**src/verilog/bpu_config.svh**
```systemverilog
// Branch predictor sizing
`ifndef BPU_CONFIG_SVH
`define BPU_CONFIG_SVH

// Fetch address width
`define BPU_ADDR_WIDTH 32

// Table depths
`define BPU_BASE_DEPTH 256
`define BPU_TAGGED_DEPTH 128

// Tagged entry fields
`define BPU_TAG_WIDTH 8
`define BPU_CTR_WIDTH 3
`define BPU_USEFUL_WIDTH 2

// History lengths, bank 0 short and bank 1 long
`define BPU_HIST_SHORT 4
`define BPU_HIST_LONG 12

// Global history register
`define BPU_GHR_WIDTH 16

`endif

```
**src/verilog/bpu_pkg.sv**
```systemverilog
// Predictor shared types
`default_nettype none

`include "bpu_config.svh"

package bpu_pkg;

    localparam int BASE_IDX_WIDTH = $clog2(`BPU_BASE_DEPTH);
    localparam int TAGGED_IDX_WIDTH = $clog2(`BPU_TAGGED_DEPTH);

    // One tagged bank entry
    typedef struct packed {
        logic [`BPU_CTR_WIDTH-1:0]    ctr;
        logic [`BPU_TAG_WIDTH-1:0]    tag;
        logic [`BPU_USEFUL_WIDTH-1:0] useful;
    } tagged_entry_t;

    // Bimodal counter, top bit gives the direction
    typedef logic [1:0] base_ctr_t;

    // Code 2'd3 is never produced
    typedef enum logic [1:0] {
        PROV_BASE  = 2'd0,
        PROV_BANK0 = 2'd1,
        PROV_BANK1 = 2'd2
    } provider_e;

    // What one bank saw for a query
    typedef struct packed {
        logic [TAGGED_IDX_WIDTH-1:0]  index;
        logic [`BPU_TAG_WIDTH-1:0]    tag;
        logic [`BPU_CTR_WIDTH-1:0]    ctr;
        logic [`BPU_USEFUL_WIDTH-1:0] useful;
        logic                         hit;
    } bank_meta_t;

    // Returned with a prediction, echoed back on resolve
    typedef struct packed {
        logic [BASE_IDX_WIDTH-1:0] base_index;
        base_ctr_t                 base_ctr;
        bank_meta_t [1:0]          bank;
        provider_e                 provider;
        logic                      alt_taken;
        logic                      taken;
    } pred_meta_t;

endpackage

`default_nettype wire

```
**src/verilog/base_predictor.sv**
```systemverilog
// Bimodal base predictor
`timescale 1ns/100ps
`default_nettype none

`include "bpu_config.svh"

module base_predictor (
    input  wire logic                                clk,
    input  wire logic                                rst_i,
    input  wire logic [`BPU_ADDR_WIDTH-1:0]          pc_i,
    output logic      [bpu_pkg::BASE_IDX_WIDTH-1:0]  base_index_o,
    output bpu_pkg::base_ctr_t                       ctr_o,
    input  wire logic                                update_valid_i,
    input  wire logic [bpu_pkg::BASE_IDX_WIDTH-1:0]  update_index_i,
    input  wire bpu_pkg::base_ctr_t                  update_ctr_i,
    input  wire logic                                inc_ctr_i
);

    logic [bpu_pkg::BASE_IDX_WIDTH-1:0] query_index;
    bpu_pkg::base_ctr_t                 next_ctr;

    // Word address bits select the counter
    assign query_index = pc_i[2 +: bpu_pkg::BASE_IDX_WIDTH];

    // Index lines up with the registered read
    always_ff @(posedge clk) begin
        if (rst_i) begin
            base_index_o <= '0;
        end else begin
            base_index_o <= query_index;
        end
    end

    // Saturating step
    always_comb begin
        next_ctr = update_ctr_i;
        if (inc_ctr_i) begin
            if (update_ctr_i != 2'b11) begin
                next_ctr = update_ctr_i + 2'd1;
            end
        end else if (update_ctr_i != 2'b00) begin
            next_ctr = update_ctr_i - 2'd1;
        end
    end

    pht_bram #(
        .DEPTH  (`BPU_BASE_DEPTH),
        .entry_t(bpu_pkg::base_ctr_t)
    ) u_table (
        .clk      (clk),
        .re_addr_i(query_index),
        .rd_data_o(ctr_o),
        .we_i     (update_valid_i),
        .wr_addr_i(update_index_i),
        .wr_data_i(next_ctr)
    );

endmodule

`default_nettype wire

```
**src/verilog/csr_hash.sv**
```systemverilog
// Folded history register
`timescale 1ns/100ps
`default_nettype none

module csr_hash #(
    parameter int INPUT_LENGTH  = 4,
    parameter int OUTPUT_LENGTH = 7
) (
    input  wire logic                     clk,
    input  wire logic                     rst_i,
    input  wire logic                     data_update_i,
    // Bit 0 is the newest outcome, bit INPUT_LENGTH leaves the window
    input  wire logic [INPUT_LENGTH:0]    data_i,
    output logic      [OUTPUT_LENGTH-1:0] hash_o
);

    // Where the evicted bit lands after the rotate
    localparam int EVICT_POS = INPUT_LENGTH % OUTPUT_LENGTH;

    logic [OUTPUT_LENGTH-1:0] csr_q;
    logic [OUTPUT_LENGTH-1:0] csr_next;

    always_comb begin
        csr_next = {csr_q[OUTPUT_LENGTH-2:0], csr_q[OUTPUT_LENGTH-1]};
        csr_next[0] = csr_next[0] ^ data_i[0];
        csr_next[EVICT_POS] = csr_next[EVICT_POS] ^ data_i[INPUT_LENGTH];
    end

    always_ff @(posedge clk) begin
        if (rst_i) begin
            csr_q <= '0;
        end else if (data_update_i) begin
            csr_q <= csr_next;
        end
    end

    assign hash_o = csr_q;

endmodule

`default_nettype wire

```
**src/verilog/pht_bram.sv**
```systemverilog
// Simple dual-port table RAM
`timescale 1ns/100ps
`default_nettype none

module pht_bram #(
    parameter int  DEPTH   = 128,
    parameter type entry_t = logic [7:0]
) (
    input  wire logic                     clk,
    // Port A, read only
    input  wire logic [$clog2(DEPTH)-1:0] re_addr_i,
    output entry_t                        rd_data_o,
    // Port B, write only
    input  wire logic                     we_i,
    input  wire logic [$clog2(DEPTH)-1:0] wr_addr_i,
    input  wire entry_t                   wr_data_i
);

    entry_t mem [DEPTH];

    // Tables start cleared
    initial begin
        for (int i = 0; i < DEPTH; i++) begin
            mem[i] = '0;
        end
    end

    always @(posedge clk) begin
        if (we_i) begin
            mem[wr_addr_i] <= wr_data_i;
        end
    end

    // Same-address collision returns the old entry
    always_ff @(posedge clk) begin
        rd_data_o <= mem[re_addr_i];
    end

endmodule

`default_nettype wire

```
**src/verilog/tage_predictor.sv**
```systemverilog
// TAGE direction predictor top
`timescale 1ns/100ps
`default_nettype none

`include "bpu_config.svh"

module tage_predictor (
    input  wire logic                        clk,
    input  wire logic                        rst_i,
    // Prediction
    input  wire logic                        pred_req_i,
    input  wire logic [`BPU_ADDR_WIDTH-1:0]  pc_i,
    output logic                             pred_valid_o,
    output logic                             pred_taken_o,
    output bpu_pkg::pred_meta_t              pred_meta_o,
    // Resolve
    input  wire logic                        resolve_valid_i,
    input  wire logic [`BPU_ADDR_WIDTH-1:0]  resolve_pc_i,
    input  wire logic                        resolve_taken_i,
    input  wire bpu_pkg::pred_meta_t         resolve_meta_i
);

    // Per-bank update controls
    typedef struct packed {
        logic valid;
        logic upd_ctr;
        logic inc_ctr;
        logic upd_useful;
        logic inc_useful;
        logic realloc;
    } bank_upd_t;

    logic [`BPU_GHR_WIDTH-1:0]          ghr_q;
    logic [`BPU_GHR_WIDTH-1:0]          ghr_next;
    logic [bpu_pkg::BASE_IDX_WIDTH-1:0] base_index;
    bpu_pkg::base_ctr_t                 base_ctr;
    bpu_pkg::bank_meta_t [1:0]          bank_meta;
    logic [1:0]                         bank_taken;
    bank_upd_t [1:0]                    upd;
    logic                               mispredict;
    logic                               prov_alt_differ;
    logic [1:0]                         prov_is_bank;
    logic [1:0]                         alloc_cand;
    logic [1:0]                         alloc_free;
    logic [1:0]                         alloc_sel;

    ////////////////////////////////////////
    // History and prediction
    ////////////////////////////////////////

    assign ghr_next = {ghr_q[`BPU_GHR_WIDTH-2:0], resolve_taken_i};

    always_ff @(posedge clk) begin
        if (rst_i) begin
            ghr_q        <= '0;
            pred_valid_o <= 1'b0;
        end else begin
            pred_valid_o <= pred_req_i;
            if (resolve_valid_i) begin
                ghr_q <= ghr_next;
            end
        end
    end

    // Longest hitting bank provides, next one down is the alternate
    always_comb begin
        pred_meta_o.base_index = base_index;
        pred_meta_o.base_ctr   = base_ctr;
        pred_meta_o.bank       = bank_meta;
        if (bank_meta[1].hit) begin
            pred_meta_o.provider  = bpu_pkg::PROV_BANK1;
            pred_meta_o.taken     = bank_taken[1];
            pred_meta_o.alt_taken = bank_meta[0].hit ? bank_taken[0] : base_ctr[1];
        end else if (bank_meta[0].hit) begin
            pred_meta_o.provider  = bpu_pkg::PROV_BANK0;
            pred_meta_o.taken     = bank_taken[0];
            pred_meta_o.alt_taken = base_ctr[1];
        end else begin
            pred_meta_o.provider  = bpu_pkg::PROV_BASE;
            pred_meta_o.taken     = base_ctr[1];
            pred_meta_o.alt_taken = base_ctr[1];
        end
    end

    assign pred_taken_o = pred_meta_o.taken;

    ////////////////////////////////////////
    // Update policy
    ////////////////////////////////////////

    assign mispredict      = resolve_meta_i.taken != resolve_taken_i;
    assign prov_alt_differ = resolve_meta_i.taken != resolve_meta_i.alt_taken;
    assign prov_is_bank[0] = resolve_meta_i.provider == bpu_pkg::PROV_BANK0;
    assign prov_is_bank[1] = resolve_meta_i.provider == bpu_pkg::PROV_BANK1;

    // Banks with longer history than the provider
    assign alloc_cand[0] = resolve_meta_i.provider == bpu_pkg::PROV_BASE;
    assign alloc_cand[1] = !prov_is_bank[1];
    assign alloc_free[0] = alloc_cand[0] && (resolve_meta_i.bank[0].useful == '0);
    assign alloc_free[1] = alloc_cand[1] && (resolve_meta_i.bank[1].useful == '0);
    // Shortest free bank wins
    assign alloc_sel = {alloc_free[1] && !alloc_free[0], alloc_free[0]};

    always_comb begin
        upd = '0;
        for (int k = 0; k < 2; k++) begin
            upd[k].inc_ctr = resolve_taken_i;
            if (prov_is_bank[k]) begin
                upd[k].upd_ctr    = 1'b1;
                upd[k].upd_useful = prov_alt_differ;
                upd[k].inc_useful = !mispredict;
            end
            if (mispredict && alloc_sel[k]) begin
                upd[k].realloc = 1'b1;
            end else if (mispredict && alloc_cand[k] && (alloc_free == 2'b00)) begin
                // Nothing free, age the candidates instead
                upd[k].upd_useful = 1'b1;
                upd[k].inc_useful = 1'b0;
            end
            upd[k].valid = resolve_valid_i &&
                           (upd[k].upd_ctr || upd[k].upd_useful || upd[k].realloc);
        end
    end

    ////////////////////////////////////////
    // Predictor tables
    ////////////////////////////////////////

    base_predictor u_base (
        .clk           (clk),
        .rst_i         (rst_i),
        .pc_i          (pc_i),
        .base_index_o  (base_index),
        .ctr_o         (base_ctr),
        .update_valid_i(resolve_valid_i && (resolve_meta_i.provider == bpu_pkg::PROV_BASE)),
        .update_index_i(resolve_pc_i[2 +: bpu_pkg::BASE_IDX_WIDTH]),
        .update_ctr_i  (resolve_meta_i.base_ctr),
        .inc_ctr_i     (resolve_taken_i)
    );

    for (genvar k = 0; k < 2; k++) begin : g_bank
        localparam int HIST = (k == 0) ? `BPU_HIST_SHORT : `BPU_HIST_LONG;

        tagged_predictor #(.HIST_LENGTH(HIST)) u_bank (
            .clk                    (clk),
            .rst_i                  (rst_i),
            .global_history_update_i(resolve_valid_i),
            .global_history_i       (ghr_next[HIST:0]),
            .pc_i                   (pc_i),
            .meta_o                 (bank_meta[k]),
            .taken_o                (bank_taken[k]),
            .update_valid_i         (upd[k].valid),
            .update_ctr_i           (upd[k].upd_ctr),
            .inc_ctr_i              (upd[k].inc_ctr),
            .update_useful_i        (upd[k].upd_useful),
            .inc_useful_i           (upd[k].inc_useful),
            .realloc_entry_i        (upd[k].realloc),
            .update_index_i         (resolve_meta_i.bank[k].index),
            .update_tag_i           (resolve_meta_i.bank[k].tag),
            .update_ctr_bits_i      (resolve_meta_i.bank[k].ctr),
            .update_useful_bits_i   (resolve_meta_i.bank[k].useful)
        );
    end

endmodule

`default_nettype wire

```
**src/verilog/tagged_predictor.sv**
```systemverilog
// Tagged history bank
`timescale 1ns/100ps
`default_nettype none

`include "bpu_config.svh"

module tagged_predictor #(
    parameter int HIST_LENGTH = `BPU_HIST_SHORT
) (
    input  wire logic                                  clk,
    input  wire logic                                  rst_i,
    // History, bit 0 newest
    input  wire logic                                  global_history_update_i,
    input  wire logic [HIST_LENGTH:0]                  global_history_i,
    // Query
    input  wire logic [`BPU_ADDR_WIDTH-1:0]            pc_i,
    output bpu_pkg::bank_meta_t                        meta_o,
    output logic                                       taken_o,
    // Update
    input  wire logic                                  update_valid_i,
    input  wire logic                                  update_ctr_i,
    input  wire logic                                  inc_ctr_i,
    input  wire logic                                  update_useful_i,
    input  wire logic                                  inc_useful_i,
    input  wire logic                                  realloc_entry_i,
    input  wire logic [bpu_pkg::TAGGED_IDX_WIDTH-1:0]  update_index_i,
    input  wire logic [`BPU_TAG_WIDTH-1:0]             update_tag_i,
    input  wire logic [`BPU_CTR_WIDTH-1:0]             update_ctr_bits_i,
    input  wire logic [`BPU_USEFUL_WIDTH-1:0]          update_useful_bits_i
);

    localparam int IDX_W = bpu_pkg::TAGGED_IDX_WIDTH;
    localparam int TAG_W = `BPU_TAG_WIDTH;
    localparam int CTR_W = `BPU_CTR_WIDTH;

    localparam logic [CTR_W-1:0] WEAK_TAKEN     = {1'b1, {(CTR_W - 1){1'b0}}};
    localparam logic [CTR_W-1:0] WEAK_NOT_TAKEN = {1'b0, {(CTR_W - 1){1'b1}}};

    logic [IDX_W-1:0]       hist_fold;
    logic [TAG_W-1:0]       tag_fold1;
    logic [TAG_W-2:0]       tag_fold2;
    logic [IDX_W-1:0]       query_index;
    logic [IDX_W-1:0]       query_index_q;
    logic [TAG_W-1:0]       query_tag;
    logic [TAG_W-1:0]       query_tag_q;
    bpu_pkg::tagged_entry_t rd_entry;
    bpu_pkg::tagged_entry_t wr_entry;

    ////////////////////////////////////////
    // Query
    ////////////////////////////////////////

    assign query_index = pc_i[0 +: IDX_W] ^ pc_i[IDX_W +: IDX_W] ^ hist_fold;
    // Second fold shifted so the two tag hashes differ
    assign query_tag = pc_i[2 +: TAG_W] ^ tag_fold1 ^ {tag_fold2, 1'b0};

    always_ff @(posedge clk) begin
        query_index_q <= query_index;
        query_tag_q   <= query_tag;
    end

    always_comb begin
        meta_o.index  = query_index_q;
        meta_o.tag    = query_tag_q;
        meta_o.ctr    = rd_entry.ctr;
        meta_o.useful = rd_entry.useful;
        meta_o.hit    = (query_tag_q == rd_entry.tag);
    end

    assign taken_o = rd_entry.ctr[CTR_W-1];

    ////////////////////////////////////////
    // Update
    ////////////////////////////////////////

    always_comb begin
        wr_entry.tag    = update_tag_i;
        wr_entry.ctr    = update_ctr_bits_i;
        wr_entry.useful = update_useful_bits_i;
        if (update_ctr_i) begin
            if (inc_ctr_i) begin
                if (update_ctr_bits_i != '1) begin
                    wr_entry.ctr = update_ctr_bits_i + 1'b1;
                end
            end else if (update_ctr_bits_i != '0) begin
                wr_entry.ctr = update_ctr_bits_i - 1'b1;
            end
        end
        if (update_useful_i) begin
            if (inc_useful_i) begin
                if (update_useful_bits_i != '1) begin
                    wr_entry.useful = update_useful_bits_i + 1'b1;
                end
            end else if (update_useful_bits_i != '0) begin
                wr_entry.useful = update_useful_bits_i - 1'b1;
            end
        end
        // New owner starts weak in the resolved direction
        if (realloc_entry_i) begin
            wr_entry.ctr    = inc_ctr_i ? WEAK_TAKEN : WEAK_NOT_TAKEN;
            wr_entry.useful = '0;
        end
    end

    ////////////////////////////////////////
    // History folds and table
    ////////////////////////////////////////

    csr_hash #(.INPUT_LENGTH(HIST_LENGTH), .OUTPUT_LENGTH(IDX_W)) u_index_hash (
        .clk(clk), .rst_i(rst_i), .data_update_i(global_history_update_i),
        .data_i(global_history_i), .hash_o(hist_fold)
    );

    csr_hash #(.INPUT_LENGTH(HIST_LENGTH), .OUTPUT_LENGTH(TAG_W)) u_tag_hash1 (
        .clk(clk), .rst_i(rst_i), .data_update_i(global_history_update_i),
        .data_i(global_history_i), .hash_o(tag_fold1)
    );

    csr_hash #(.INPUT_LENGTH(HIST_LENGTH), .OUTPUT_LENGTH(TAG_W - 1)) u_tag_hash2 (
        .clk(clk), .rst_i(rst_i), .data_update_i(global_history_update_i),
        .data_i(global_history_i), .hash_o(tag_fold2)
    );

    pht_bram #(
        .DEPTH  (`BPU_TAGGED_DEPTH),
        .entry_t(bpu_pkg::tagged_entry_t)
    ) u_table (
        .clk      (clk),
        .re_addr_i(query_index),
        .rd_data_o(rd_entry),
        .we_i     (update_valid_i),
        .wr_addr_i(update_index_i),
        .wr_data_i(wr_entry)
    );

endmodule

`default_nettype wire
```
**config.mk**
```make
export PLATFORM = sky130hd
export DESIGN_NAME = tage_predictor
export DESIGN_NICKNAME = d
export VERILOG_FILES = /design/src/verilog/bpu_pkg.sv /design/src/verilog/base_predictor.sv /design/src/verilog/csr_hash.sv /design/src/verilog/pht_bram.sv /design/src/verilog/tage_predictor.sv /design/src/verilog/tagged_predictor.sv
export VERILOG_INCLUDE_DIRS = /design/src /design/src/verilog
export SDC_FILE = /design/constraint.sdc
export NUM_CORES = 2
export LEC_CHECK = 0
export BUFFER_PORTS_ARGS = -buffer_cell sky130_fd_sc_hd__buf_4
export CORE_UTILIZATION = 50
export CTS_BUF_LIST = sky130_fd_sc_hd__clkbuf_16
export CTS_CLUSTER_DIAMETER = 40
export DETAILED_ROUTE_END_ITERATION = 8
export MAX_ROUTING_LAYER = met4
export PLACE_DENSITY_LB_ADDON = 0.12
export RECOVER_POWER = 100
export SLEW_MARGIN = 10
export SYNTH_ARGS = -nofsm -noshare
export SYNTH_HDL_FRONTEND = slang
export SYNTH_SLANG_ARGS = --single-unit
```
**constraint.sdc**
```tcl
create_clock -name clk -period 14.6 [get_ports clk]
set_input_delay 2.92 -clock clk [delete_from_list [all_inputs] [get_ports clk]]
set_output_delay 2.92 -clock clk [all_outputs]
set_load 0.1 [all_outputs]
```
==> impl_metrics.ini <==
[status]
status = complete, but fails checks
violations = max-capacitance violations, max-slew violations

[power]
switching_share_pct = 24.9
irDropWorstVdd_uv = 165
combinationalPowerShare_pct = 9.2
internal_power_uw = 21200
p_per_area_nw_per_um2 = 157
p_leak_uw = 0.0605
p_seq_share_pct = 45.3
p_clk_share_pct = 45.4
p_total_uw = 28200
p_sw_uw = 7010

[final_layout]
nNetsFinal = 10800
final_cells = 15200
mostFrequentLayoutCells = edfxtp_1, nand2_1, nand3_1, mux2i_1, nor2_1
mostFrequentLayoutCell = edfxtp_1
fillers = 24200
drive_gt1_share_pct = 11.6
syn2layout_area_growth_pct = 14.4
fin_util_pct = 57.5

[synth]
syn_area_per_cell_um2 = 15.4
yosys_warnings = 0
postSynthCellCount = 10200
synth_largest_area_cell = edfxtp_1
synthArstFlopShare_pct = 0
synthesis.area_um2 = 157000
yosysUniqueCellTypes = 54
synth.top_cell.area_share_pct = 73.6
synth_nets = 10300
synth_edf_count = 3840
synth-main-ff-cell = edfxtp_1
yosysSeqAreaShare_pct = 75.2
synth.area.top_cells = edfxtp_1, mux2i_1, nand2_1
ys_ff_latch = 3963

[clock_tree]
cts_tree = yes
cts_sinks = 3963
cts-root-buf = clkbuf_16
cts-resized-gates = 0
post_cts_buffers = 0
htreeDepth = 6
ctsHoldBuffers = 0
path_clk_slew_ns = 0.06
clk-insertion-delay-late_ns = 1.00
cts_buffer_depth = 4
numCtsBuffers = 529

[timing]
hold_ws_ns = 0.486
setup-violations-final = 0
fin_skew_ns = 0.0693
hold_violations = 0
rsz0062_at_grt = false
fmax_mhz = 93.0
slew_violations = 4525
timing.setup.tns_ns = 0
worstMarginPinSlew_ns = 5.04
fin_crit_ns = 10.76
slew_headroom_pct = -236
finalCritPeriodShare_pct = 73.7

[grt]
grt_use_met1_pct = 36.4
track_usage_pct = 26.1
top_usage_layer = met2
gr-usage-met2_pct = 39.9
antenna_found_initial = 12
grt_overflow = 0
grt_pass1_vias = 87000
grt_max_degree = 238
grt_pass1_wl_um = 589000
use_met3_pct = 4.04

[hold_path]
min-delay-start = g_bank[1].u_bank.u_tag_hash1.hash_o[2]$_SDFFE_PP0P_
min_to = g_bank[1].u_bank.query_tag_q[2]$_DFF_P_
holdPathStages = 1
min_path_type = reg2reg

[placed_design]
numPortBuffers = 130
placed_cells = 14200
dpl.hpwl_um = 234000
gp_congestion = 0.864

[detailed_routing]
drt_iter0_markers = 9452
wl_per_cell_um = 26.6
drtPass1Iterations = 6
vias_per_cell = 5.85
num_vias = 88900
drc = 0
ant_nets = 0
routed_wl_um = 405000

[worst_setup_path]
critPathLaunchType = input pin
cp_num_buf_inv = 4
crit-reg2reg-launch = g_bank[0].u_bank.u_index_hash.hash_o[2]$_SDFFE_PP0P_
worstSetupEndpointType = flip-flop
critical_path.cell_chain = clkbuf_1, inv_1, a21oi_1, a21oi_1, nor2_1, a21oi_1, a21oi_4, clkbuf_1, clkbuf_1
reg2reg_to = g_bank[0].u_bank.u_table.rd_data_o[3]$_DFF_P_
worstSetupPathDepth = 9
reg2reg_slack_ns = 7.30
cp.required_ns = 14.78
ff2ff_path_depth = 9
crit_fanout = 76
critical_path_class = in2reg
crit_slowest_cell = clkbuf_1
arrival_ns = 10.94
path_delay_family = buffers and inverters
cpPeakStageDelay_ns = 2.84

[run]
cap_violations = 86

[die]
pin_count = 183
core-area_um2 = 312000
core.rowCount = 205
dieArea_um2 = 316000
start_util_pct = 50.3
die_h_um = 562
die_w_um = 562
[worst reg2reg max path: stages, from the launching register on]
cell	delay, ns
dfxtp_1	0.32
xnor3_1	1.97
clkinv_16	1.23
buf_4	1.10
mux2i_1	0.24
mux2i_1	0.27
o22ai_1	0.24
nor4_1	1.17
o22ai_1	0.49
nor2_1	0.21
[stage by stage]
step	worst slack (ns)	instance area, um2
global placement	6.07	163000
detailed placement	6.08	163000
finish	3.84	179000
CTS	7.15	181000
floorplan	4.64	157000
global route	3.49	179000
[power groups by stage]
| stage | Sequential, uW | Clock [uW] | Combinational, uW |
|---|---|---|---|
| detailed placement | 13000 | 0 | 2630 |
| CTS | 12700 | 13000 | 2640 |
| global placement | 13000 | 0 | 2590 |
| global route | 12800 | 13400 | 2770 |
| floorplan | 13000 | 0 | 1650 |
| finish | 12800 | 12800 | 2600 |
[worst max-delay path by stage]
stage                      start                                              to  slack, ns
2_1_floorplan  resolve_meta_i[2]   g_bank[0].u_bank.u_table.mem[0][11]$_DFFE_PP_       4.64
3_3_place_gp             pc_i[7]   g_bank[0].u_bank.u_table.rd_data_o[8]$_DFF_P_       6.07
3_5_place_dp             pc_i[7]   g_bank[0].u_bank.u_table.rd_data_o[8]$_DFF_P_       6.08
4_1_cts                  pc_i[7]   g_bank[0].u_bank.u_table.rd_data_o[8]$_DFF_P_       7.15
5_1_grt          resolve_taken_i  g_bank[1].u_bank.u_table.mem[45][10]$_DFFE_PP_       3.49
6_report         resolve_taken_i  g_bank[1].u_bank.u_table.mem[44][11]$_DFFE_PP_       3.84
[synth_stat cells (all sizes together), types with 23 or more instances]
library cell / instances
xnor2: 59
nor4: 133
nor2: 637
nand4: 43
o22ai: 211
nand3: 869
o21ai: 52
mux4: 285
clkbuf: 274
nand2: 1780
mux2i: 848
buf: 339
dfxtp: 123
nor2b: 42
nor3: 23
a21oi: 447
and3: 33
edfxtp: 3840
a22oi: 25
[routing by layer]
layer | up-vias | share of wire [%]
met5 | - | 0
met4 | 0 | 2.9
met3 | 634 | 7.5
met2 | 3338 | 47
met1 | 45400 | 42
li1 | 39500 | -
[layout make-up]
type | instances | area (um2) | share of cell area (%)
clock buffers | 535 | 13400 | 7.47
multi-input cells | 5606 | 35900 | 20.0
flip-flops and latches | 3963 | 118000 | 65.7
repair buffers | 497 | 2450 | 1.37
inverters | 21 | 123 | 0.0684
diodes | 8 | 20.0 | 0.0112
well taps | 4140 | 5180 | 2.89
clock inverters | 425 | 4440 | 2.48
[kinds of logic (layout without fill, tap and decap cells)]
| logic type | Yosys count | in the layout | share of synthesized area, % |
|---|---|---|---|
| flops | 3963 | 3963 | 75.2 |
| buf+inv | 634 | 1478 | 2.00 |
| mux | 1138 | 1138 | 9.55 |
| compound gates | 803 | 803 | 2.91 |
| other cells | 0 | 8 | 0 |
| xor+xnor | 76 | 76 | 0.554 |
| simple gates | 3579 | 3579 | 9.73 |
| fa+ha+maj | 10 | 10 | 0.0767 |
[sequential cells by signal, summed over array words and instances (netlist names), 12 cells and up]
signal / cells
g_bank.u_bank.u_table.rd_data_o: 26
g_bank.u_bank.u_tag_hash1.hash_o: 16
g_bank.u_bank.query_tag_q: 16
g_bank.u_bank.u_table.mem: 3328
g_bank.u_bank.u_tag_hash2.hash_o: 14
g_bank.u_bank.u_index_hash.hash_o: 14
ghr_q: 12
u_base.u_table.mem: 512
g_bank.u_bank.query_index_q: 14
No activity file was read; power rests on OpenSTA's default activity.
